--- src/common/dma_pkg.sv ---
// Shared DMA types, bus map, register offsets, controller state and status encodings
`default_nettype none

package dma_pkg;

   // Bus data, address and transfer size
   typedef logic [31:0] word_t;
   typedef logic [15:0] bus_addr_t;
   typedef logic [11:0] dma_size_t;

   // One bus line is four word beats
   localparam int LINE_BYTES = 16;
   localparam int LINE_BEATS = 4;
   localparam int BEAT_W     = $clog2(LINE_BEATS);

   // Memory answers 0x0000 to 0x0FFF
   localparam int MEM_WORDS = 1024;
   localparam int MEM_AW    = $clog2(MEM_WORDS);

   // Disk image, addressed by word index
   localparam int DISK_WORDS = 1024;
   localparam int DISK_AW    = $clog2(DISK_WORDS);

   // Register window of the controller
   localparam bus_addr_t  DMA_BASE = 16'hF000;
   localparam logic [3:0] REG_SRC  = 4'h0;
   localparam logic [3:0] REG_DST  = 4'h4;
   localparam logic [3:0] REG_CMD  = 4'h8;
   localparam logic [3:0] REG_STAT = 4'hC;

   // Controller FSM
   typedef enum logic [2:0] {
      IDLE,
      FILL,
      ST_BR,
      MSTR,
      ST_WR,
      DONE
   } dma_state_t;

   // Value returned in STAT bits 1:0
   typedef enum logic [1:0] {
      STAT_IDLE = 2'd0,
      STAT_BUSY = 2'd1,
      STAT_DONE = 2'd2
   } dma_status_t;

endpackage

`default_nettype wire
--- src/dma/dma_line_buffer.sv ---
// 128-bit DMA line buffer, loaded word by word from the disk and read out per bus beat
`timescale 1ns/1ps
`default_nettype none

module dma_line_buffer
   import dma_pkg::*;
(
   input  logic              bus_clk,
   input  logic              reset,
   input  word_t             disk_data,
   input  logic              buf_load,
   input  logic [BEAT_W-1:0] buf_beat,
   output word_t             buf_word
);

   // One full bus line, word 0 in the low bits
   word_t [LINE_BEATS-1:0] line_q;

   always_ff @(posedge bus_clk) begin
      if (reset) begin
         line_q <= '0;
      end else if (buf_load) begin
         line_q[buf_beat] <= disk_data;
      end
   end

   // Word for the beat now on the bus
   assign buf_word = line_q[buf_beat];

endmodule

`default_nettype wire

--- config.mk ---
export PLATFORM = sky130hd
export DESIGN_NAME = dma_line_buffer
export DESIGN_NICKNAME = d
export VERILOG_FILES = /design/src/common/dma_pkg.sv /design/src/dma/dma_line_buffer.sv
export SDC_FILE = /design/constraint.sdc
export NUM_CORES = 1
export LEC_CHECK = 0
export BUFFER_PORTS_ARGS = -buffer_cell sky130_fd_sc_hd__buf_2
export CORE_MARGIN = 2
export CORE_UTILIZATION = 55
export DETAILED_ROUTE_END_ITERATION = 10
export PLACE_DENSITY = 0.74
export SYNTH_ARGS = -nofsm -noshare
export SYNTH_HDL_FRONTEND = slang
export SYNTH_SLANG_ARGS = --single-unit
--- constraint.sdc ---
create_clock -name bus_clk -period 3.1 [get_ports bus_clk]
set_clock_uncertainty 0.2 [all_clocks]
set_input_delay 0.31 -clock bus_clk [delete_from_list [all_inputs] [get_ports bus_clk]]
set_output_delay 0.31 -clock bus_clk [all_outputs]
set_load 0.005 [all_outputs]
# --- Yosys cells after proc, flatten, opt, wreduce, memory -nomap -nowiden ---
# Cells that the tools add are included.
totals:
  output_inout_bits: 32
  regBits: 128
  in_bits: 37
  elab_cells: 12
classes:
  muxes: 5
  magnitude_cmp: 2
  n_reduce_logical: 1
ops:
  columns: ["cell", "n"]
  rows:
  - ["$bwmux W128", 1]
  - ["$bmux W32 S2", 1]
  - ["$demux W32 S2", 1]
  - ["$mux W32", 2]
  - ["$lt A2 B3 Y1 const B", 1]
  - ["$ge A2 B1 Y1 const B", 1]
  - ["$logic_and A1 B1 Y1", 1]

# --- Longest topological paths before layout ---
depth:
  word_depth: 5
  mapped_depth: 5

# --- Least setup slack after synthesis ---
# Ideal clock, no wire load.
synth_timing:
  path_type: "in2out"
  from: "input port buf_beat[0]"
  to: "output port buf_word[0]"
  path_buffers: 2
  required_time_ns: 2.590
  arrival_time_ns: 1.176
  slack_ns: 1.414
  stages: 3
  path_cell_list: "buf_6 buf_4 mux4_2"
synth_between:
  elab_chain_cells: 2
synth_rtl:
  columns: ["element", "line_no", "source"]
  rows:
  - ["start, declared", "dma_line_buffer.sv:12", "input logic [BEAT_W-1:0] buf_beat,"]
  - ["$bmux W32 S2", "dma_line_buffer.sv:28", "assign buf_word = line_q[buf_beat];"]
  - ["$mux W32 (not written as such)", "dma_line_buffer.sv:28", null]
  - ["end, declared", "dma_line_buffer.sv:13", "output word_t buf_word"]
# Every way passes these cells. The select of a mux whose other input is x is not followed.

# --- Final worst setup path ---
layout_timing:
  from: "input port buf_beat[1]"
  to: "output port buf_word[11]"
# The elaborated chain is that of the path after synthesis.

==> qor.yml <==
crit_top_cell: "buf_2"
drtAntennaViolNets: 0
finalSetupViolations: 0
num_antenna_cells: 0
grt_pass1_wl_um: 19200
wl_per_cell_um: 16.3
synth.mux.area_fraction_pct: 34.1
grt_usage_pct: 22.1
top_regs: "line_q x128"
dieArea_um2: 11500
finalMaxSlewViolations: 0
pwr_density_cell_nw_per_um2: 555
synthSimpleGateAreaFrac_pct: 18.1
relSlewSlack_pct: 41.7
finalSetupTns_ns: 0
via_per_inst: 5.29
multi_input_area_um2: 3070
fin_hold_ws_ns: 0.230
worst-path-buf-inv: 3
holdPathEnd: "line_q[81]$_SDFFE_PP0P_"
final_util_pct: 69.0
fp.dieH_um: 107
r2r_slack_ns: 2.24
first_global_vias: 3998
fin_nets: 618
cts_resized: 0
antenna_found_initial: 0
cts.sinks: 128
syn_avg_cell_area_um2: 11.9
hold-path-cell-count: 3
critPathKind: "in2out"
dp_slack_ns: 0.806
drc_errors: 0
drtIter0Drc: 157
grt_max_degree: 85
synth-seq-cells: 128
n_fill_cell: 750
status: "finished clean"
critPathRequiredTime_ns: 2.59
clkLatencyLatePin_ns: 0.53
crit_fanout: 25
syn-num-nets: 529
max_stage_delay_ns: 0.57
power_switching_uw: 870
seqPwrFrac_pct: 43.8
crit_chain: "buf_2 > buf_4 > mux4_2 > buf_2"
worst_slack_ns: 0.837
cp_top_family: "buffers and inverters"
rsz0062_at_grt: "no"
syn_inst: 492
numCtsBuffers: 17
r2r_cells: 2
finalPower_uw: 3960
wl_um: 11900
syn2layout_area_growth_pct: 21.6
internal-power_uw: 3080
finalHoldViolations: 0
drv_cap: 0
ys_seq_area_share_pct: 43.7
syn_area_um2: 5860
p_leak_uw: 0.00326
rr_endpoint: "line_q[83]$_SDFFE_PP0P_"
fp.dieW_um: 107
final_layout_size_suffix_gt1_share_pct: 23.7
hold_path_class: "in2reg"
end_kind: "primary output"
worst_slew_pin_slew_ns: 0.869
critPathSlowestCell: "buf_2"
fmax_mhz: 442
peakVddDrop_uv: 412
startpoint_type: "primary input"
rr_startpoint: "line_q[83]$_SDFFE_PP0P_"
min_from: "buf_load"
fin_crit_ns: 2.26
synth_top_family_by_area: "multiplexers"
core_region_area_um2: 10300
regArea_um2: 2560
start_util_pct: 56.8
fin_crit_sh_pct: 73.0
comb_power_share_pct: 8.9
routabilityCongestion: 0.750
io_buffers: 68
synthAdderAreaFrac_pct: 0
ys_types: 14
critPathArrivalTime_ns: 1.75
root_buffer: "clkbuf_8"
cts_tree: "built"
dr.pass1.iters: 6
ioPinCount: 69
p_sw_share_pct: 22.0
cts.reportedPaths.clkPinSlew_ns: 0.06
row_count: 37
largest-register: "line_q"
largest_register_ff_count: 128
clkPwrFrac_pct: 47.3
synth_xor_area_share_pct: 0
cts.path.max_buffers: 2
cts_max_level: 4
overflow: 0
yosysWarnings: 0
synth_compound_area_share_pct: 0
dp_hpwl_um: 7030
num_vias: 3865
post_cts_buffers: 0
[worst min-delay path, cell delays in order]
cell,delay (ns)
buf_2,0.15
nand3b_1,0.34
mux2i_1,0.12
[final cells by class]
class                      count  share of cell area [%]
clock inverter                 5                   0.702
timing repair buffer         108                    10.7
multi-input combinational    326                    43.1
clock buffer                  27                    7.18
sequential                   128                    36.0
tap                          136                    2.39
[repair_timing]
item                                    in CTS  in global routing
hold buffers                                32                  0
hold endpoints to repair                   128                  0
endpoints found under the setup margin       0                  0
[per-stage QoR]
| step | instance area, um2 | instances |
|---|---|---|
| final | 7130 | 730 |
| after detailed placement | 6240 | 666 |
| after global routing | 7130 | 730 |
| after floorplan | 5860 | 492 |
| after CTS | 7130 | 730 |
| after global placement | 6240 | 666 |
[placed cells by master, fill, tap and decap left out, types with 3 or more instances in the layout]
master / netlist / layout
buf_12: 0 / 3
buf_2: 5 / 67
buf_4: 11 / 6
clkbuf_1: 16 / 4
clkbuf_16: 0 / 16
clkbuf_8: 0 / 7
clkinv_2: 0 / 4
dfxtp_1: 128 / 128
dlygate4sd3_1: 0 / 32
mux2i_1: 128 / 128
mux4_2: 32 / 32
nand2b_1: 160 / 160
[routing by layer]
layer  routed length (um)  track usage (%)  vias to the layer above
met3                  476             5.87                       21
met2                 6160             39.2                       69
met4                  190             9.46                        0
met5                    0                0                        -
met1                 5050             24.9                     1897
li1                     -                -                     1878
[how the worst max path moves through the flow]
stage	startpoint	to	slack, ns	cells after the start
after global placement	buf_beat[1]	buf_word[19]	0.80	4
after global routing	buf_beat[1]	buf_word[6]	0.73	4
after floorplan	buf_beat[0]	buf_word[0]	1.41	3
after CTS	buf_beat[1]	buf_word[6]	0.80	4
after detailed placement	buf_beat[1]	buf_word[19]	0.81	4
final	buf_beat[1]	buf_word[11]	0.84	4
[cells in the mapped netlist]
library cell,count,share of area [%]
buf_2,5,0.43
dfxtp_1,128,44
and3b_2,1,0.17
nand3b_2,1,0.19
or3b_4,1,0.19
buf_6,6,1.2
mux2i_1,128,22
buf_4,11,1.4
nand3_2,1,0.17
clkbuf_1,16,1.0
nand3b_1,1,0.13
nor3b_2,1,0.21
mux4_2,32,12
nand2b_1,160,17
[cell families (layout without fill, tap and decap cells)]
kind of cell | count (synthesis) | after routing
mux | 160 | 160
buf+inv | 38 | 140
simple gates | 166 | 166
flops | 128 | 128
[power by group through the flow]
stage | combinational, uW | sequential (uW) | clock [uW]
final | 353 | 1730 | 1870
after detailed placement | 323 | 1770 | 0
after global placement | 315 | 1760 | 0
after CTS | 356 | 1730 | 1890
after floorplan | 240 | 1760 | 0
after global routing | 381 | 1740 | 1980
Power figures use the tool's default switching activity.
