File: config.mk
export PLATFORM = sky130hd
export DESIGN_NAME = dma_bus_controller
export DESIGN_NICKNAME = d
export VERILOG_FILES = /design/src/common/dma_pkg.sv /design/src/dma/dma_bus_controller.sv
export SDC_FILE = /design/constraint.sdc
export NUM_CORES = 1
export LEC_CHECK = 0
export BUFFER_PORTS_ARGS = -buffer_cell sky130_fd_sc_hd__buf_2
export CAP_MARGIN = 20
export CORE_MARGIN = 4
export CORE_UTILIZATION = 50
export DETAILED_ROUTE_END_ITERATION = 6
export HOLD_SLACK_MARGIN = 0.06
export PLACE_DENSITY = 0.79
export SYNTH_ARGS = -nofsm -noshare
export SYNTH_HDL_FRONTEND = slang
export SYNTH_SLANG_ARGS = --single-unit
File: constraint.sdc
create_clock -name bus_clk -period 4.4 [get_ports bus_clk]
set_clock_uncertainty 0.05 [all_clocks]
set_input_delay 0.88 -clock bus_clk [delete_from_list [all_inputs] [get_ports bus_clk]]
set_output_delay 0.88 -clock bus_clk [all_outputs]
set_load 0.01 [all_outputs]
File: src/common/dma_pkg.sv
// Shared DMA types, bus map, register offsets, controller state and status encodings
`default_nettype none

package dma_pkg;

   // Bus data, address and transfer size
   typedef logic [31:0] word_t;
   typedef logic [15:0] bus_addr_t;
   typedef logic [11:0] dma_size_t;

   // One bus line is four word beats
   localparam int LINE_BYTES = 16;
   localparam int LINE_BEATS = 4;
   localparam int BEAT_W     = $clog2(LINE_BEATS);

   // Memory answers 0x0000 to 0x0FFF
   localparam int MEM_WORDS = 1024;
   localparam int MEM_AW    = $clog2(MEM_WORDS);

   // Disk image, addressed by word index
   localparam int DISK_WORDS = 1024;
   localparam int DISK_AW    = $clog2(DISK_WORDS);

   // Register window of the controller
   localparam bus_addr_t  DMA_BASE = 16'hF000;
   localparam logic [3:0] REG_SRC  = 4'h0;
   localparam logic [3:0] REG_DST  = 4'h4;
   localparam logic [3:0] REG_CMD  = 4'h8;
   localparam logic [3:0] REG_STAT = 4'hC;

   // Controller FSM
   typedef enum logic [2:0] {
      IDLE,
      FILL,
      ST_BR,
      MSTR,
      ST_WR,
      DONE
   } dma_state_t;

   // Value returned in STAT bits 1:0
   typedef enum logic [1:0] {
      STAT_IDLE = 2'd0,
      STAT_BUSY = 2'd1,
      STAT_DONE = 2'd2
   } dma_status_t;

endpackage

`default_nettype wire
File: src/dma/dma_bus_controller.sv
// DMA bus controller: FSM, register slave, byte count, disk and memory address counters
`timescale 1ns/1ps
`default_nettype none

module dma_bus_controller
   import dma_pkg::*;
(
   input  logic               bus_clk,
   input  logic               reset,
   // Shared bus, seen as a slave
   input  bus_addr_t          bus_a,
   input  word_t              bus_d,
   input  logic               bus_rw,
   input  logic               bus_strobe,
   output logic               slave_ack,
   output word_t              slave_rdata,
   // Master side
   input  logic               dma_bg,
   input  logic               bus_ack,
   output logic               dma_br,
   output bus_addr_t          dma_a,
   output word_t              dma_d,
   output logic               dma_rw,
   output logic               dma_strobe,
   // Disk read port
   output logic               disk_en,
   output logic [DISK_AW-1:0] disk_addr,
   // Line buffer control
   input  word_t              buf_word,
   output logic               buf_load,
   output logic [BEAT_W-1:0]  buf_beat,
   output logic               dma_intr
);

   dma_state_t          state;
   dma_state_t          state_next;
   dma_status_t         stat_q;
   dma_size_t           count_q;
   dma_size_t           count_next;
   dma_size_t           cmd_size;
   bus_addr_t           src_q;
   bus_addr_t           dst_q;
   logic [BEAT_W-1:0]   fill_cnt;
   logic [BEAT_W-1:0]   beat_cnt;
   logic [BEAT_W-1:0]   load_idx;
   logic                load_q;
   logic [3:0]          reg_off;
   logic                reg_hit;
   logic                reg_take;
   logic                reg_wr;
   logic                prog_ok;
   logic                cmd_wr;
   logic                stat_wr;
   logic                last_beat;
   logic                line_end;

   // Register window decode, one beat at a time
   assign reg_hit  = bus_a[15:4] == DMA_BASE[15:4];
   assign reg_off  = bus_a[3:0];
   assign reg_take = bus_strobe && reg_hit && !slave_ack;
   assign reg_wr   = reg_take && bus_rw;

   // Programming is accepted whenever no transfer is running
   assign prog_ok  = (state == IDLE) || (state == DONE);
   assign cmd_wr   = reg_wr && (reg_off == REG_CMD) && prog_ok;
   assign stat_wr  = reg_wr && (reg_off == REG_STAT);
   assign cmd_size = bus_d[11:0];

   assign last_beat  = beat_cnt == BEAT_W'(LINE_BEATS - 1);
   assign line_end   = (state == ST_WR) && bus_ack && last_beat;
   assign count_next = count_q - dma_size_t'(LINE_BYTES);

   always_comb begin
      state_next = state;
      case (state)
         IDLE, DONE: begin
            if (cmd_wr) begin
               state_next = (cmd_size == '0) ? DONE : FILL;
            end else if (state == DONE && stat_wr) begin
               state_next = IDLE;
            end
         end
         // Four disk reads back to back
         FILL: begin
            if (fill_cnt == BEAT_W'(LINE_BEATS - 1)) begin
               state_next = ST_BR;
            end
         end
         ST_BR: begin
            if (dma_bg) begin
               state_next = MSTR;
            end
         end
         MSTR: state_next = ST_WR;
         ST_WR: begin
            if (bus_ack) begin
               if (!last_beat) begin
                  state_next = MSTR;
               end else if (count_next == '0) begin
                  state_next = DONE;
               end else begin
                  state_next = FILL;
               end
            end
         end
         default: state_next = IDLE;
      endcase
   end

   always_ff @(posedge bus_clk) begin
      if (reset) begin
         state     <= IDLE;
         stat_q    <= STAT_IDLE;
         count_q   <= '0;
         src_q     <= '0;
         dst_q     <= '0;
         fill_cnt  <= '0;
         beat_cnt  <= '0;
         load_q    <= 1'b0;
         load_idx  <= '0;
         slave_ack <= 1'b0;
      end else begin
         state     <= state_next;
         slave_ack <= reg_take;

         // Disk data comes back one cycle after the read
         load_q   <= state == FILL;
         load_idx <= fill_cnt;
         if (state == FILL) begin
            fill_cnt <= fill_cnt + 1'b1;
         end

         // Wraps to zero after the last beat of a line
         if (state == ST_WR && bus_ack) begin
            beat_cnt <= beat_cnt + 1'b1;
         end

         if (reg_wr && prog_ok && reg_off == REG_SRC) begin
            src_q <= bus_d[15:0];
         end
         if (reg_wr && prog_ok && reg_off == REG_DST) begin
            dst_q <= bus_d[15:0];
         end

         if (cmd_wr) begin
            count_q <= cmd_size;
            stat_q  <= (cmd_size == '0) ? STAT_DONE : STAT_BUSY;
         end else if (stat_wr && state == DONE) begin
            stat_q <= STAT_IDLE;
         end

         // Line written, move on to the next one
         if (line_end) begin
            count_q <= count_next;
            src_q   <= src_q + bus_addr_t'(LINE_BYTES);
            dst_q   <= dst_q + bus_addr_t'(LINE_BYTES);
            if (count_next == '0) begin
               stat_q <= STAT_DONE;
            end
         end
      end
   end

   // Register read data, valid with slave_ack
   always_ff @(posedge bus_clk) begin
      if (reg_take) begin
         case (reg_off)
            REG_SRC:  slave_rdata <= {16'h0, src_q};
            REG_DST:  slave_rdata <= {16'h0, dst_q};
            REG_CMD:  slave_rdata <= {20'h0, count_q};
            REG_STAT: slave_rdata <= {30'h0, stat_q};
            default:  slave_rdata <= '0;
         endcase
      end
   end

   // Master outputs, the engine only ever writes memory
   assign dma_br     = (state == ST_BR) || (state == MSTR) || (state == ST_WR);
   assign dma_strobe = (state == MSTR) || (state == ST_WR);
   assign dma_a      = dst_q + bus_addr_t'({beat_cnt, 2'b00});
   assign dma_d      = buf_word;
   assign dma_rw     = 1'b1;

   assign disk_en   = state == FILL;
   assign disk_addr = src_q[DISK_AW+1:2] + {{(DISK_AW - BEAT_W){1'b0}}, fill_cnt};

   assign buf_load = load_q;
   assign buf_beat = load_q ? load_idx : beat_cnt;
   assign dma_intr = state == DONE;

endmodule

`default_nettype wire

# Yosys cells after proc, flatten, opt, wreduce, memory -nomap -nowiden
# Index checks and enable logic that the tools add are counted.
[op_classes] reduce_logical=26 addsub=7 muxes=22 n_eq_ne=15
[ops] cell="16-bit 2-to-1 mux" n=4
[ops] cell="16-bit case mux with 4 select lines" n=1
[ops] cell="16-bit by 5-bit adder with 16-bit output, second input constant" n=2
[ops] cell="12-bit logical NOT" n=2
[ops] cell="12-bit 2-to-1 mux" n=2
[ops] cell="3-bit 2-to-1 mux" n=8
[ops] cell="16-bit by 4-bit adder with 16-bit output" n=1
[ops] cell="3-bit case mux with 5 select lines" n=1
[ops] cell="12-bit equality test, second input constant" n=1
[ops] cell="1-bit logical AND" n=12
[ops] cell="2-bit 2-to-1 mux" n=6
[ops] cell="12-bit by 5-bit subtractor with 12-bit output, second input constant" n=1
[ops] cell="10-bit by 2-bit adder with 10-bit output" n=1
[ops] cell="4-bit equality test, second input constant" n=2
[ops] cell="3-bit by 2-bit equality test with 1-bit output, second input constant" n=2
[ops] cell="3-bit equality test, second input constant" n=2
[ops] cell="2-bit nonzero test" n=3
[ops] cell="2-bit by 1-bit adder with 2-bit output, second input constant" n=2
[ops] cell="2-bit equality test, second input constant" n=2
[ops] cell="4-bit by 3-bit equality test with 1-bit output, second input constant" n=1
[ops] cell="4-bit logical NOT" n=1
[ops] cell="1-bit logical OR" n=4
[ops] cell="2-bit inequality test, second input constant" n=2
[ops] cell="4-bit AND reduction" n=1
[ops] cell="6 further kinds" n=6
[totals] in_bits=86 output_inout_bits=99 wordCells=81 ff_bits=89

# Depth between registers and ports, before layout
[depth] word_depth=10 depth_mapped=8

# Worst setup path after synthesis
# Ideal clock, no wire load.
[synth_path] path_type="input-to-reg" from="input port bus_a[8]" to="register count_q[10]" t_arrival_ps=2506 path_slack_ps=1728 setup_ps=116 t_required_ps=4234 path_stages=7 path_buffers=1 cell_sequence="nor4b_1 > nand4_1 > inv_2 > and2_1 > buf_4 > mux2_1 > o211a_1"
[synth_between] elab_chain_cells=7
[synth_rtl] element="from (decl)" line_no="dma_bus_controller.sv:11" text="input bus_addr_t bus_a,"
[synth_rtl] element="12-bit equality test" line_no="dma_bus_controller.sv:58" text="assign reg_hit = bus_a[15:4] == DMA_BASE[15:4];"
[synth_rtl] element="1-bit logical AND (2 in a row)" line_no="dma_bus_controller.sv:60" text="assign reg_take = bus_strobe && reg_hit && !slave_ack;"
[synth_rtl] element="named net reg_take" line_no="dma_bus_controller.sv:49" text="logic reg_take;"
[synth_rtl] element="1-bit logical AND" line_no="dma_bus_controller.sv:61" text="assign reg_wr = reg_take && bus_rw;"
[synth_rtl] element="1-bit logical AND (2 in a row)" line_no="dma_bus_controller.sv:65" text="assign cmd_wr = reg_wr && (reg_off == REG_CMD) && prog_ok;"
[synth_rtl] element="2-bit nonzero test (no line)"
[synth_rtl] element="to (signal assigned)" line_no="dma_bus_controller.sv:146" text="count_q <= cmd_size;"
[synth_rtl] element="to (signal assigned)" line_no="dma_bus_controller.sv:154" text="count_q <= count_next;"
[synth_rtl] element="to (decl)" line_no="dma_bus_controller.sv:38" text="dma_size_t count_q;"
# The timed path passes the listed nets, and every way through them passes these cells.
# A chain may end at the register's enable or synchronous reset.

# Worst setup path in the final report
[layout_path] from="register beat_cnt[0]" to="output port dma_a[14]"
[layout_between] elab_chain_cells=1
[layout_rtl] element="from (decl)" line_no="dma_bus_controller.sv:44" text="logic [BEAT_W-1:0] beat_cnt;"
[layout_rtl] element="from (signal assigned)" line_no="dma_bus_controller.sv:135" text="beat_cnt <= beat_cnt + 1'b1;"
[layout_rtl] element="16-bit by 4-bit adder with 16-bit output" line_no="dma_bus_controller.sv:180" text="assign dma_a = dst_q + bus_addr_t'({beat_cnt, 2'b00});"
[layout_rtl] element="to (decl)" line_no="dma_bus_controller.sv:21" text="output bus_addr_t dma_a,"
# No other way between the ends.

==> out/qor_table.md <==
| Result | This run |
| --- | --- |
| Die W | 105 um |
| Number of buffers created by CTS | 9 |
| CP startpoint | beat_cnt[0] |
| Leakage power total | 2.10 nW |
| Compound-cell area share of the yosys netlist | 15.8% |
| Cell accounting for the most synthesized area | sky130_fd_sc_hd__dfxtp_1 |
| Part of the Yosys area used for sequential elements | 34.4% |
| Number of placed I/O pins | 185 |
| Post-DR wirelength/cell | 17.4 um |
| Max-Slew Margin vs Limit | 33.3% |
| Setup repair after global routing missed its margin | false |
| Worst-skew pair later-pin latency | 360 ps |
| Final WL | 12.5 mm |
| Length of routed met2 wiring | 5.85 mm |
| CP required | 3470 ps |
| Antenna Nets Post-Route | 0 |
| Quantity of I/O buffers inserted on ports | 87 |
| First-pass GRT wire length | 20.3 mm |
| Bufs on Longest Clock Path | 2 |
| Routability cong. | 0.944 |
| Min-delay worst type | register to register |
| Resize count post-CTS | 0 |
| Height of the die | 105 um |
| Total Negative Setup Slacks | 0 ps |
| Most common cell in the netlist | sky130_fd_sc_hd__nand2_1 |
| Cell area after technology mapping | 0.00471 mm^2 |
| VDD IR-drop max | 0.119 mV |
| Min cycle time layout | 3200 ps |
| Nets | 699 |
| Clock transition at the registers of the reported paths | 70 ps |
| Number of diodes added for antenna fixing | 0 |
| Worst setup SP type | register |
| Adder-cell share of the synthesized area | 3.50% |
| Final Slew Violations | 0 |
| Yosys synthesis warning count | 0 |
| Fmax achieved | 312 MHz |
| Mux cell area share after synthesis | 1.99% |
| Capturing element type of the critical path | output port |
| Synthesized netlist cell count | 567 |
| Syn Area/Cell | 8.31 um^2 |
| Dominant combinational cell family by area after synthesis | simple AND/OR/NAND/NOR gates |
| H-tree lvl count | 3 |
| Tcrit/Tclk final | 72.8% |
| Met1 wire length | 4.90 mm |
| Origin of the worst min-delay path | src_q[1] |
| Number of global-route vias before repair | 4034 |
| Most common flop cell mapped by yosys | sky130_fd_sc_hd__dfxtp_1 |
| Outcome | finished clean |
| Register bit count reported by yosys | 73 |
| Half-perimeter wire length of the detailed placement result | 9.03 mm |
| Router iterations before antenna repair | 6 |
| Final routed DRC violation total | 0 |
| Total setup violations reported at the end of the flow | 0 |
| Count of flip-flops with a built-in enable after synthesis | 16 |
| Cell chain of the critical path | ha_1 > inv_1 > fa_1 > nand3b_1 > nor3_1 > xnor2_1 > buf_2 |
| Number of buffers added to fix hold violations after cts | 0 |
| TritonCTS clock tree | yes |
| Metal3 WL | 1.28 mm |
| Longest individual stage delay on the worst path | 450 ps |
| Iter 0 DRT Violations | 498 |
| Post-detailed-route via-to-cell ratio | 5.87 |
| Post-synth top cells | sky130_fd_sc_hd__nand2_1 (76), sky130_fd_sc_hd__dfxtp_1 (57), sky130_fd_sc_hd__buf_4 (53) |
| Slowest library cell on the worst path | sky130_fd_sc_hd__dfxtp_1 |
| Simple-gate area share of the yosys netlist | 25.1% |
| Beginning of the worst register-to-register path | slave_ack |
| Cell types occupying the most area after synthesis | sky130_fd_sc_hd__dfxtp_1 (24%), sky130_fd_sc_hd__edfxtp_1 (10%), sky130_fd_sc_hd__buf_4 (8.4%) |
| Cell area power density | 241 mW/mm^2 |
| Antenna violations before repair | 0 |
| Critical path peak fanout | 4 |
| Area growth syn-to-layout | 6.50% |
| Total clock sinks | 73 |
| Ratio of cells with drive above 1 in the final layout | 19.8% |
| Count of unique library cells instantiated by Yosys | 65 |
| Measured slew at the worst slew-check pin | 997 ps |
| Area of the die | 0.0110 mm^2 |
| Final Hold Vio Count | 0 |
| Effective utilization at floorplan | 51.3% |
| # Max-Cap Violations | 0 |
| Vias after detailed routing | 4212 |
| Final critical-path setup slack | 1200 ps |
| Highest metal layer used by the detailed router | met4 |
| Top-area cell type share of the netlist area | 24.2% |
| Row Count | 35 |
| Number of buffers inserted by post-CTS setup repair | 0 |
| Root Buffer Master | sky130_fd_sc_hd__clkbuf_8 |
| Post-Synth XOR/XNOR Area | 5.76% |
| Standard cell core area | 0.00920 mm^2 |
| Share of flip-flops with an asynchronous set or reset after synthesis | 0% |
| Total routing usage reported by global routing | 22.7% |
| Setup slack at placement | 1050 ps |
| Setup CP Type | register to output port |
| Pin count of the biggest net entering global routing | 54 |
| Arrival time of data at the critical path endpoint | 2270 ps |
| Global route overflow | 0 |
[layout make-up]
type                    instances  area, um^2
flip-flops and latches         73        1620
fillers                       822        4180
clock buffers                  10         138
clock inverters                 6        33.8
repair buffers                 94         488
multi-input cells             403        2520
inverters                      20        75.1
well taps                     111         139
[worst max-delay path: cells and delay by family (launching register included)]
kind | cells | cell delay, ps
xor+xnor | 1 | 140
fa+ha+maj | 2 | 630
buf+inv | 2 | 190
flops | 1 | 450
simple gates | 2 | 510
[cells in the final DEF (no fill, tap or decap), types with 16 or more instances in the layout]
master	instances
sky130_fd_sc_hd__buf_2	87
sky130_fd_sc_hd__xnor2_1	17
sky130_fd_sc_hd__a21oi_1	33
sky130_fd_sc_hd__conb_1	17
sky130_fd_sc_hd__nor2_1	42
sky130_fd_sc_hd__nand2_1	76
sky130_fd_sc_hd__a22oi_1	16
sky130_fd_sc_hd__edfxtp_1	16
sky130_fd_sc_hd__dfxtp_1	57
sky130_fd_sc_hd__inv_1	19
[sequential cells by signal, indices dropped and copies added, names as in the netlist]
name,count
beat_cnt,2
slave_ack,1
load_idx,2
slave_rdata,16
count_q,12
src_q,16
fill_cnt,2
stat_q,2
state,3
dst_q,16
buf_load,1
[routing by layer]
metal | track usage (%) | vias to the layer above
met2 | 37.1 | 234
met4 | 10.1 | 0
met3 | 5.81 | 57
met1 | 28.1 | 1924
li1 | - | 1997
met5 | 0 | -
[power by group]
| part | switching [mW] | internal, mW | total [mW] |
|---|---|---|---|
| logic | 0.0410 | 0.0180 | 0.0590 |
| clock network | 0.254 | 0.215 | 0.469 |
| registers | 0.00000693 | 0.680 | 0.680 |
[worst paths after layout]
check / endpoint / slack, ps / cells past startpoint
max: dma_a[14] / 1200 / 7
min: src_q[1] / 410 / 2
max reg2reg: src_q[4] / 1740 / 6
min reg2reg: src_q[1] / 410 / 2
[per-stage QoR]
| stage | instance area (um^2) | cells | hold slack (ps) | utilization [%] | power [mW] |
|---|---|---|---|---|---|
| after floorplan | 4770 | 582 | 387 | - | 0.760 |
| after global placement | 4850 | 701 | 394 | 52.7 | 0.752 |
| after detailed placement | 4850 | 701 | 404 | 52.7 | 0.753 |
| after CTS | 5020 | 717 | 414 | 54.6 | 1.21 |
| after global routing | 5020 | 717 | 439 | 54.6 | 1.24 |
| final | 5020 | 717 | 415 | 54.6 | 1.21 |
[cell families (layout without fill, tap and decap cells)]
| logic type | Yosys count | in the layout |
|---|---|---|
| fa+ha+maj | 12 | 12 |
| xor+xnor | 31 | 31 |
| compound gates | 113 | 113 |
| mux | 9 | 9 |
| other cells | 2 | 17 |
| flops | 73 | 73 |
| buf+inv | 106 | 130 |
| simple gates | 221 | 221 |
Power figures use the tool's default switching activity.
