[src/bus_arbiter.sv]
// Two-master round-robin bus arbiter with held ownership
`timescale 1ns/1ps
`default_nettype none

module bus_arbiter (
   input  logic bus_clk,
   input  logic reset,
   input  logic host_br,
   input  logic dma_br,
   output logic host_bg,
   output logic dma_bg
);

   typedef enum logic [1:0] {
      OWN_NONE,
      OWN_HOST,
      OWN_DMA
   } owner_t;

   owner_t owner;
   logic   last_dma;

   always_ff @(posedge bus_clk) begin
      if (reset) begin
         owner    <= OWN_NONE;
         last_dma <= 1'b0;
      end else begin
         case (owner)
            // Grants only leave the free state
            OWN_NONE: begin
               if (host_br && dma_br) begin
                  owner    <= last_dma ? OWN_HOST : OWN_DMA;
                  last_dma <= !last_dma;
               end else if (host_br) begin
                  owner    <= OWN_HOST;
                  last_dma <= 1'b0;
               end else if (dma_br) begin
                  owner    <= OWN_DMA;
                  last_dma <= 1'b1;
               end
            end
            // Release costs one idle cycle
            OWN_HOST: begin
               if (!host_br) begin
                  owner <= OWN_NONE;
               end
            end
            OWN_DMA: begin
               if (!dma_br) begin
                  owner <= OWN_NONE;
               end
            end
            default: owner <= OWN_NONE;
         endcase
      end
   end

   // Grant falls together with the request
   assign host_bg = (owner == OWN_HOST) && host_br;
   assign dma_bg  = (owner == OWN_DMA) && dma_br;

endmodule

`default_nettype wire

[config.mk]
export PLATFORM = sky130hd
export DESIGN_NAME = bus_arbiter
export DESIGN_NICKNAME = d
export VERILOG_FILES = /design/src/bus_arbiter.sv
export SDC_FILE = /design/constraint.sdc
export NUM_CORES = 1
export LEC_CHECK = 0
export BUFFER_PORTS_ARGS = -buffer_cell sky130_fd_sc_hd__buf_2
export CELL_PAD_IN_SITES_DETAIL_PLACEMENT = 2
export CELL_PAD_IN_SITES_GLOBAL_PLACEMENT = 2
export CORE_AREA = 2 2 39 41
export CTS_BUF_LIST = sky130_fd_sc_hd__clkbuf_4
export CTS_CLUSTER_DIAMETER = 30
export DETAILED_ROUTE_END_ITERATION = 8
export DIE_AREA = 0 0 41 43
export HOLD_SLACK_MARGIN = 0.06
export PLACE_DENSITY_LB_ADDON = 0.08
export REMOVE_ABC_BUFFERS = 1
export SLEW_MARGIN = 20
export SYNTH_ARGS = -nofsm -noshare
export SYNTH_HDL_FRONTEND = slang
export SYNTH_SLANG_ARGS = --single-unit
[constraint.sdc]
create_clock -name bus_clk -period 0.88 [get_ports bus_clk]
set_input_delay 0.088 -clock bus_clk [delete_from_list [all_inputs] [get_ports bus_clk]]
set_output_delay 0.088 -clock bus_clk [all_outputs]
set_load 0.01 [all_outputs]
# Word level (Yosys, flattened, before mapping)
# Cells that the tools add are included.
dict set report totals {
  register_bits 3
  latch_bits 0
  ram_bits 0
  rom_bits 0
  out_inout_bits 2
  mem_count 0
}
dict set report op_classes {
  n_addsub 0
  multipliers 0
  n_div 0
  order_cmp 0
  eq_ne 5
  shift 0
  mux 10
  bitwise_logic 0
  n_reduce_logical 8
}
# operator n
set ops {}
lappend ops {{2-to-1 mux 2 bit} 6}
lappend ops {{case mux 2 bit (3 select lines)} 1}
lappend ops {{inequality test 2 bit (second input constant)} 2}
lappend ops {{inequality test 4 bit (second input constant)} 1}
lappend ops {{logical AND 1 bit} 3}
lappend ops {{2-to-1 mux 1 bit} 3}
lappend ops {{AND reduction 3 bit} 1}
lappend ops {{nonzero test 3 bit} 1}
lappend ops {{== test 2 x 1 -> 1 bit (second input constant)} 1}
lappend ops {{== test 2 bit (second input constant)} 1}
lappend ops {{logical NOT 2 bit} 1}
lappend ops {{AND reduction 2 bit} 1}
lappend ops {{logical NOT 1 bit} 1}

# Depth between registers and ports, before layout
# Gate-level depths: netlist of the first run.
dict set report logic_depth {
  ltp_word 4
  mapped_depth 2
  depth_no_buf 2
}

# Worst setup path before layout of the first run
# No wires, ideal clock.
dict set report synth_path {
  path_kind {register -> register}
  start {register owner[1]}
  end {register last_dma}
  setup_time_ps 79
  t_arrival_ps 881
  t_required_ps 801
  path_slack_ps -81
  stages_incl_launch_ff 3
  period_less_slack_ps 961
  cell_sequence {dfxtp_1 or3b_1 a211oi_2}
}
dict set report synth_via {
  elab_chain_cells 2
}
# element line
set synth_rtl {}
lappend synth_rtl {{from (decl)} 20} ;# owner_t owner;
lappend synth_rtl {{from (signal assigned)} 32} ;# owner <= last_dma ? OWN_HOST : OWN_DMA;
lappend synth_rtl {{logical NOT 2 bit} 28} ;# case (owner)
lappend synth_rtl {{AND reduction 2 bit (no source line)} -}
lappend synth_rtl {{to (signal assigned)} 33} ;# last_dma <= !last_dma;
lappend synth_rtl {{to (decl)} 21} ;# logic last_dma;
# No other way between the ends.
# A chain may end at the register's enable or synchronous reset.

# Worst setup path in the final report of the first run
dict set report layout_path {
  start {register owner[0]}
  end {output dma_bg}
}
dict set report layout_via {
  elab_chain_cells 2
}
# element line
set layout_rtl {}
lappend layout_rtl {{== test 2 bit} 60} ;# assign dma_bg = (owner == OWN_DMA) && dma_br;
lappend layout_rtl {{logical AND 1 bit} 60}
lappend layout_rtl {{to (decl)} 11} ;# output logic dma_bg
# No other way between the ends.

==> impl_metrics.py, run 1 <==
metrics = {
    "setup_path": {
        "ff2ff_setup_slack_ns": -0.13,
        "cp.arrival_ns": 0.98,
        "crit_cells": 3,
        "critPathRequiredTime_ns": 0.79,
        "critPathSlowestCell": "dfxtp_2",
        "end_kind": "primary output",
        "max_stage_delay_ns": 0.32,
        "critPathKind": "flip-flop to primary output",
        "cp-start-kind": "flip-flop",
        "r2r_cells": 2,
        "cp_num_buf_inv": 2,
        "crit_family": "flip-flops",
        "crit_top_cell": "buf_6",
        "crit_chain": "buf_6 > and3b_2 > buf_6",
        "crit_path_max_fanout": 3,
    },
    "die": {
        "num_rows": 14,
        "die_x_um": 41,
        "initial_core_util": 0.110,
        "die_area_um2": 1760,
        "dieHeight_um": 43,
        "coreArea_um2": 1380,
        "io_pins": 6,
    },
    "layout": {
        "area_growth_pct": 106,
        "most-common-layout-cells": "4 x clkbuf_4, 4 x buf_6, 3 x and3b_2, 3 x buf_2, 3 x buf_4",
        "fin_cells": 43,
        "nFillCells": 158,
        "nets": 32,
        "final_util": 0.227,
        "n_antenna_cell": 0,
        "layout-drive-gt1-share": 0.889,
    },
    "synthesis": {
        "synthAdderAreaFrac": 0,
        "synth-simple-area-share": 0.500,
        "synthTopCellsByArea": "dfxtp_1 39%, and3b_2 20%, nor4b_1 11%",
        "synth_seq_area_share": 0.393,
        "synthMuxAreaShare": 0,
        "synth-compound-area-share": 0.0820,
        "syn-cell-area_um2": 153,
        "ys_types": 8,
        "synthCells": 13,
        "ys_warn_count": 0,
        "ys_seq_elements": 3,
        "yosys.area.top_type_share": 0.393,
        "synth_top_family_by_area": "simple AND/OR/NAND/NOR gates",
        "synth_xor_area_frac": 0,
        "yosys.area.top_type": "dfxtp_1",
        "syn-mean-instance-area_um2": 11.7,
    },
    "global_routing": {
        "grt_max_degree": 5,
        "overflow": 0,
        "grt_use_total": 0.0701,
        "grt_pass1_vias": 173,
        "grt_pass1_wl_um": 765,
        "antenna_found_initial": 0,
    },
    "route": {
        "routed_wirelength_um": 456,
        "wl_per_cell_um": 10.6,
        "route.detailed.drc": 0,
        "first_pass_iters": 1,
        "via_count": 158,
        "drt_iter0_markers": 0,
        "via_per_inst": 3.67,
        "ant_nets": 0,
    },
    "power": {
        "ir_worst_vdd_mv": 0.596,
        "p_leak_uw": 0.000143,
        "power.density_nw_per_um2": 1650,
    },
    "cts": {
        "cts_buffer_depth": 2,
        "cts_buffers": 3,
        "clk_pin_slew_ns": 0.04,
        "ctsHoldBuffers": 0,
        "cts-root-buf": "clkbuf_4",
        "htreeDepth": 1,
        "clkLatencyLatePin_ns": 0.23,
        "tritoncts": "built",
        "clock-sinks": 3,
    },
    "timing": {
        "setup_viol": 5,
        "worstMarginPinSlew_ns": 0.194,
        "fmax_mhz": 938,
        "max_slew_margin": 0.870,
        "hold_violations": 0,
        "worst_slack_ns": -0.187,
        "slew_violations": 0,
        "finalCriticalPeriod_ns": 1.07,
        "fin_crit_sh": 1.21,
        "clock_skew_ns": 0.00194,
        "rsz0062_at_grt": "yes",
    },
    "placement": {
        "dp_cells": 36,
        "place_congestion": 0.588,
        "port_buffers": 5,
    },
    "min_path": {
        "hold_depth": 2,
        "hold_path.class": "primary input to flip-flop",
    },
    "run": {
        "maxCapViolCount": 0,
    },
    "status": {
        "violations": "negative setup slack",
        "status": "complete, but fails checks",
    },
}
## logic make-up after synthesis
family | after synthesis
AOI/OAI and AO/OA | 1
buffers and inverters | 1
DFF | 3
and+or+nand+nor | 8
## state kept, by name, summed over array words and instances, names as in the netlist
signal / count
last_dma: 1
owner: 2
## per-layer routing
layer  track usage  share of wire  vias up
met5             0              0        -
met4        0.0800              0        0
met3        0.0209          0.072        0
met2         0.109           0.54        4
met1        0.0605           0.39       75
li1              -              -       79
## final timing paths
path / from / endpoint
min reg2reg: last_dma / last_dma
max: owner[0] / dma_bg
min: reset / last_dma
max reg2reg: owner[1] / last_dma
## Yosys cell counts (all sizes together)
master / number
a211oi: 1
or3b: 1
inv: 1
and4bb: 1
dfxtp: 3
nor4b: 2
nor3b: 1
and3b: 3
## report_power, final
group          total, µW  internal (µW)  switching, µW  leakage [µW]
logic               91.7           58.8           33.0     0.0000989
clock network        267            200           66.6     0.0000184
registers            160            149           11.2     0.0000255
total                519            408            111      0.000143
## metrics by stage
step	hold slack, ns	instance area [µm²]	TNS (ns)	setup WS (ns)	power (µW)
global route	0.101	314	-0.931	-0.234	562
global placement	0.305	213	-0.311	-0.131	220
finish	0.101	314	-0.656	-0.187	519
detailed placement	0.306	213	-0.258	-0.140	218
CTS	0.0734	305	-0.634	-0.208	529
floorplan	0.153	153	-0.0808	-0.0808	187
## area by class of cell
class | count | area, µm² | share of cell area
Clock buffer | 4 | 30.0 | 0.0956
Inverter | 1 | 3.75 | 0.0120
Multi-Input combinational cell | 9 | 115 | 0.367
Sequential cell | 3 | 62.6 | 0.199
Tap cell | 16 | 20.0 | 0.0637
Timing Repair Buffer | 10 | 82.6 | 0.263
## worst register-to-register path, cell delays in order (launching register included)
cell and delay (ns):
dfxtp_2 0.32, or3b_1 0.39, a211oi_2 0.22
## repair_timing
action / 4_1_cts / 5_1_grt
pin swaps: 3 / 4
buffers inserted: 3 / 1
endpoints found under the setup margin: 5 / 5
gates resized for setup: 9 / 1
(Power assumes the default switching activity.)
==> run 2, diff against run 1 <==
- PLACE_DENSITY_LB_ADDON: 0.08 -> 0.1
- SETUP_SLACK_MARGIN: unset -> 0.02
==> impl_metrics.py, run 2 (synthesis results as in run 1) <==
metrics = {
    "timing": {
        "max_slew_margin": 0.873,
        "setup_viol": 5,
        "worst_slack_ns": -0.201,
        "hold_violations": 0,
        "clock_skew_ns": 0.00345,
        "rsz0062_at_grt": "yes",
        "fmax_mhz": 925,
        "fin_crit_sh": 1.23,
        "holdWs_ns": 0.105,
        "finalCriticalPeriod_ns": 1.08,
        "slew_violations": 0,
        "setup_tns_ns": -0.608,
        "worstMarginPinSlew_ns": 0.190,
    },
    "die": {
        "io_pins": 6,
        "die_x_um": 41,
        "initial_core_util": 0.110,
        "die_area_um2": 1760,
        "num_rows": 14,
        "coreArea_um2": 1380,
        "dieHeight_um": 43,
    },
    "route": {
        "ant_nets": 0,
        "via_per_inst": 3.88,
        "first_pass_iters": 1,
        "drt_iter0_markers": 0,
        "wl_per_cell_um": 12.1,
        "via_count": 163,
        "routed_wirelength_um": 507,
        "route.detailed.drc": 0,
    },
    "global_routing": {
        "antenna_found_initial": 0,
        "overflow": 0,
        "grt_pass1_wl_um": 862,
        "grt_max_degree": 5,
        "grt_pass1_vias": 189,
        "grt_use_total": 0.0843,
    },
    "layout": {
        "reg_top3": "owner (2), last_dma (1)",
        "layout-drive-gt1-share": 0.923,
        "regMostFlops": "owner",
        "fin_cells": 42,
        "area_growth_pct": 106,
        "most-common-layout-cells": "4 x clkbuf_4, 4 x buf_6, 3 x and3b_2, 3 x buf_2, 3 x dfxtp_2",
        "n_antenna_cell": 0,
        "nFillCells": 161,
        "fin_area_um2": 314,
        "nets": 31,
        "largest_register_ffs": 2,
    },
    "status": {
        "status": "complete, but fails checks",
        "violations": "negative setup slack",
    },
    "cts": {
        "cts_buffer_depth": 2,
        "ctsHoldBuffers": 0,
        "cts-root-buf": "clkbuf_4",
        "cts_buffers": 3,
        "clk_pin_slew_ns": 0.04,
        "clock-sinks": 3,
        "tritoncts": "built",
        "clkLatencyLatePin_ns": 0.23,
        "htreeDepth": 1,
    },
    "power": {
        "comb_power_share": 0.181,
        "netSwitchingFraction": 0.224,
        "p_switching_uw": 118,
        "ir_worst_vdd_mv": 0.475,
        "p_leak_uw": 0.000139,
        "clkPwrFrac": 0.513,
        "power.density_nw_per_um2": 1680,
        "seqPwrFrac": 0.306,
        "p_int_uw": 410,
    },
    "placement": {
        "place_area_um2": 213,
        "port_buffers": 5,
        "pre_cts_slack_ns": -0.114,
        "place_congestion": 0.680,
        "dp_cells": 36,
    },
    "setup_path": {
        "startpoint": "owner[1]",
        "critPathKind": "flip-flop to primary output",
        "end_kind": "primary output",
        "cp.arrival_ns": 0.99,
        "cp-start-kind": "flip-flop",
        "r2r_start": "owner[1]",
        "critPathRequiredTime_ns": 0.79,
        "crit_path_max_fanout": 4,
    },
    "min_path": {
        "hold_path.class": "primary input to flip-flop",
        "worstHoldStart": "reset",
    },
    "run": {
        "maxCapViolCount": 0,
    },
}
run 2: cell count changes in the layout (fill, tap and decap cells not counted), sizes merged:
cell and delta:
buf -1
run 2: cell type report:
class / count / area, µm² / area share
multi-input cells: 9 / 121 / 0.386
repair buffers: 9 / 75.1 / 0.239
flip-flops and latches: 3 / 63.8 / 0.203
clock buffers: 4 / 30.0 / 0.0956
well taps: 16 / 20.0 / 0.0637
inverters: 1 / 3.75 / 0.0120
run 2: what timing repair did:
action | in CTS | in global routing
gates resized for setup | 10 | 2
endpoints found under the setup margin | 4 | 5
pin swaps | 2 | 4
setup buffers | 2 | 0
run 2: stage by stage:
| step | utilization | power, µW |
|---|---|---|
| floorplan | - | 187 |
| global placement | 0.154 | 219 |
| detailed placement | 0.154 | 220 |
| CTS | 0.222 | 537 |
| global route | 0.227 | 579 |
| finish | 0.227 | 528 |
run 2: path summary, 6_finish.rpt:
kind         endpoint  slack, ns  depth (start not counted)
max           host_bg      -0.20                          3
min          last_dma       0.11                          2
max reg2reg  last_dma      -0.13                          2
min reg2reg  last_dma       0.50                          2
run 2: worst max-delay path, stage by stage (launching register included):
cell and delay, ns:
dfxtp_2 0.32, buf_6 0.11, and3b_2 0.23, buf_6 0.10
run 2: metal layers:
layer	vias to the layer above	global-route usage	routed length (µm)
met5	-	0	0
met4	0	0.100	0
met3	0	0.0524	28
met2	6	0.116	272
met1	80	0.0705	206
li1	77	-	-
run 2: power groups by stage:
stage / logic [µW] / clock network (µW) / registers (µW)
2_1_floorplan: 30.5 / 0 / 157
3_3_place_gp: 60.8 / 0 / 159
3_5_place_dp: 61.4 / 0 / 158
4_1_cts: 90.8 / 287 / 159
5_1_grt: 104 / 311 / 164
6_report: 95.5 / 271 / 162
==> run 3, diff against run 2 <==
- CORE_AREA: 2 2 39 41 -> 4 4 41 43
- DIE_AREA: 0 0 41 43 -> 0 0 45 47
- RECOVER_POWER: unset -> 25
==> impl_metrics.py, run 3 (synthesis results as in run 1) <==
metrics = {
    "status": {
        "status": "complete, but fails checks",
        "violations": "negative setup slack",
    },
    "setup_path": {
        "cp-start-kind": "flip-flop",
        "critPathSlowestCell": "dfxtp_2",
        "r2r_cells": 2,
        "r2r_end": "last_dma",
        "max_stage_delay_ns": 0.36,
        "crit_path_max_fanout": 5,
        "crit_chain": "buf_6 > and3b_2 > buf_6",
        "startpoint": "owner[1]",
        "ff2ff_setup_slack_ns": -0.13,
        "cp_num_buf_inv": 2,
        "critPathKind": "flip-flop to primary output",
        "end_kind": "primary output",
        "critPathRequiredTime_ns": 0.79,
        "crit_family": "flip-flops",
        "endpoint": "host_bg",
        "crit_cells": 3,
        "cp.arrival_ns": 1.00,
        "r2r_start": "owner[1]",
        "crit_top_cell": "buf_6",
    },
    "layout": {
        "most-common-layout-cells": "5 x buf_6, 4 x clkbuf_4, 3 x and3b_2, 3 x buf_2",
        "layout-drive-gt1-share": 0.840,
        "layout_commonest_cell": "buf_6",
        "n_antenna_cell": 0,
        "regMostFlops": "owner",
        "reg_top3": "owner (2), last_dma (1)",
        "nets": 30,
        "largest_register_ffs": 2,
        "area_growth_pct": 95.1,
        "fin_cells": 40,
        "final_util": 0.229,
    },
    "global_routing": {
        "busiest_layer": "met2",
        "grt_use_met2": 0.0819,
        "grtUsageMet3": 0.0613,
        "antenna_found_initial": 0,
        "grt_use_total": 0.0600,
        "grt_max_degree": 6,
        "grt_pass1_wl_um": 779,
        "overflow": 0,
        "use_met1": 0.0567,
        "grt_pass1_vias": 182,
    },
    "route": {
        "via_per_inst": 4.00,
        "via_count": 160,
        "first_pass_iters": 4,
        "drt_iter0_markers": 8,
        "ant_nets": 0,
        "route.detailed.drc": 0,
        "wl_per_cell_um": 11.7,
        "routed_wirelength_um": 466,
    },
    "cts": {
        "tritoncts": "built",
        "cts_buffer_depth": 2,
        "htreeDepth": 1,
        "cts-root-buf": "clkbuf_4",
        "ctsHoldBuffers": 0,
        "cts_buffers": 3,
        "clk_pin_slew_ns": 0.04,
        "clkLatencyLatePin_ns": 0.23,
        "clock-sinks": 3,
    },
    "die": {
        "die_area_um2": 2120,
        "die_x_um": 45,
        "initial_core_util": 0.117,
        "io_pins": 6,
        "dieHeight_um": 47,
        "num_rows": 13,
        "coreArea_um2": 1300,
    },
    "power": {
        "power.density_nw_per_um2": 1720,
        "p_leak_uw": 0.000132,
        "ir_worst_vdd_mv": 0.642,
    },
    "timing": {
        "worst_slack_ns": -0.212,
        "finalCriticalPeriod_ns": 1.09,
        "slew_violations": 0,
        "worstMarginPinSlew_ns": 0.202,
        "fmax_mhz": 915,
        "clock_skew_ns": 0.00422,
        "holdWs_ns": 0.0928,
        "setup_viol": 5,
        "fin_crit_sh": 1.24,
        "hold_violations": 0,
        "rsz0062_at_grt": "yes",
        "max_slew_margin": 0.863,
    },
    "placement": {
        "pre_cts_slack_ns": -0.139,
        "place_congestion": 0.618,
        "port_buffers": 5,
        "dp_cells": 35,
    },
    "run": {
        "maxCapViolCount": 0,
    },
    "min_path": {
        "hold_path.class": "primary input to flip-flop",
    },
}
## run 3: worst register-to-register path: cells and delay by family, from the launching register on
family	cells	cell delay (ns)
AOI/OAI and AO/OA	1	0.21
DFF	1	0.33
and+or+nand+nor	1	0.39
## run 3: cell type report
| class | instances | area [µm²] |
|---|---|---|
| Clock buffer | 4 | 30.0 |
| Fill cell | 160 | 1000 |
| Inverter | 1 | 3.75 |
| Multi-Input combinational cell | 9 | 109 |
| Sequential cell | 3 | 65.1 |
| Tap cell | 15 | 18.8 |
| Timing Repair Buffer | 8 | 71.3 |
## run 3: where the power goes
group	internal (µW)	switching, µW	leakage (µW)
Clock	200	68.5	0.0000184
Sequential	147	13.0	0.0000258
Combinational	52.7	29.1	0.0000875
Total	400	111	0.000132
## run 3: timing repair
action / in CTS / in global routing
setup buffers: 1 / 0
gates resized for setup: 9 / 2
setup endpoints to repair: 4 / 5
pin swaps: 2 / 2
## run 3: stage by stage
| stage | TNS, ns | area, µm² | total power (µW) |
|---|---|---|---|
| floorplan | -0.0808 | 153 | 187 |
| detailed placement | -0.272 | 211 | 218 |
| CTS | -0.551 | 287 | 520 |
| finish | -0.571 | 298 | 511 |
| global route | -0.870 | 298 | 557 |
| global placement | -0.204 | 211 | 216 |
## run 3: worst min path at each step
stage	depth (start not counted)	start	slack, ns	to
floorplan	1	reset	0.15	last_dma
global placement	2	reset	0.29	last_dma
detailed placement	2	reset	0.30	last_dma
CTS	2	reset	0.07	last_dma
global route	2	reset	0.08	last_dma
finish	2	reset	0.09	last_dma
## run 3: routing by layer
layer | routed length [µm] | up-vias
met5 | 0 | -
met4 | 8 | 0
met3 | 44 | 2
met2 | 224 | 8
met1 | 189 | 74
li1 | - | 76
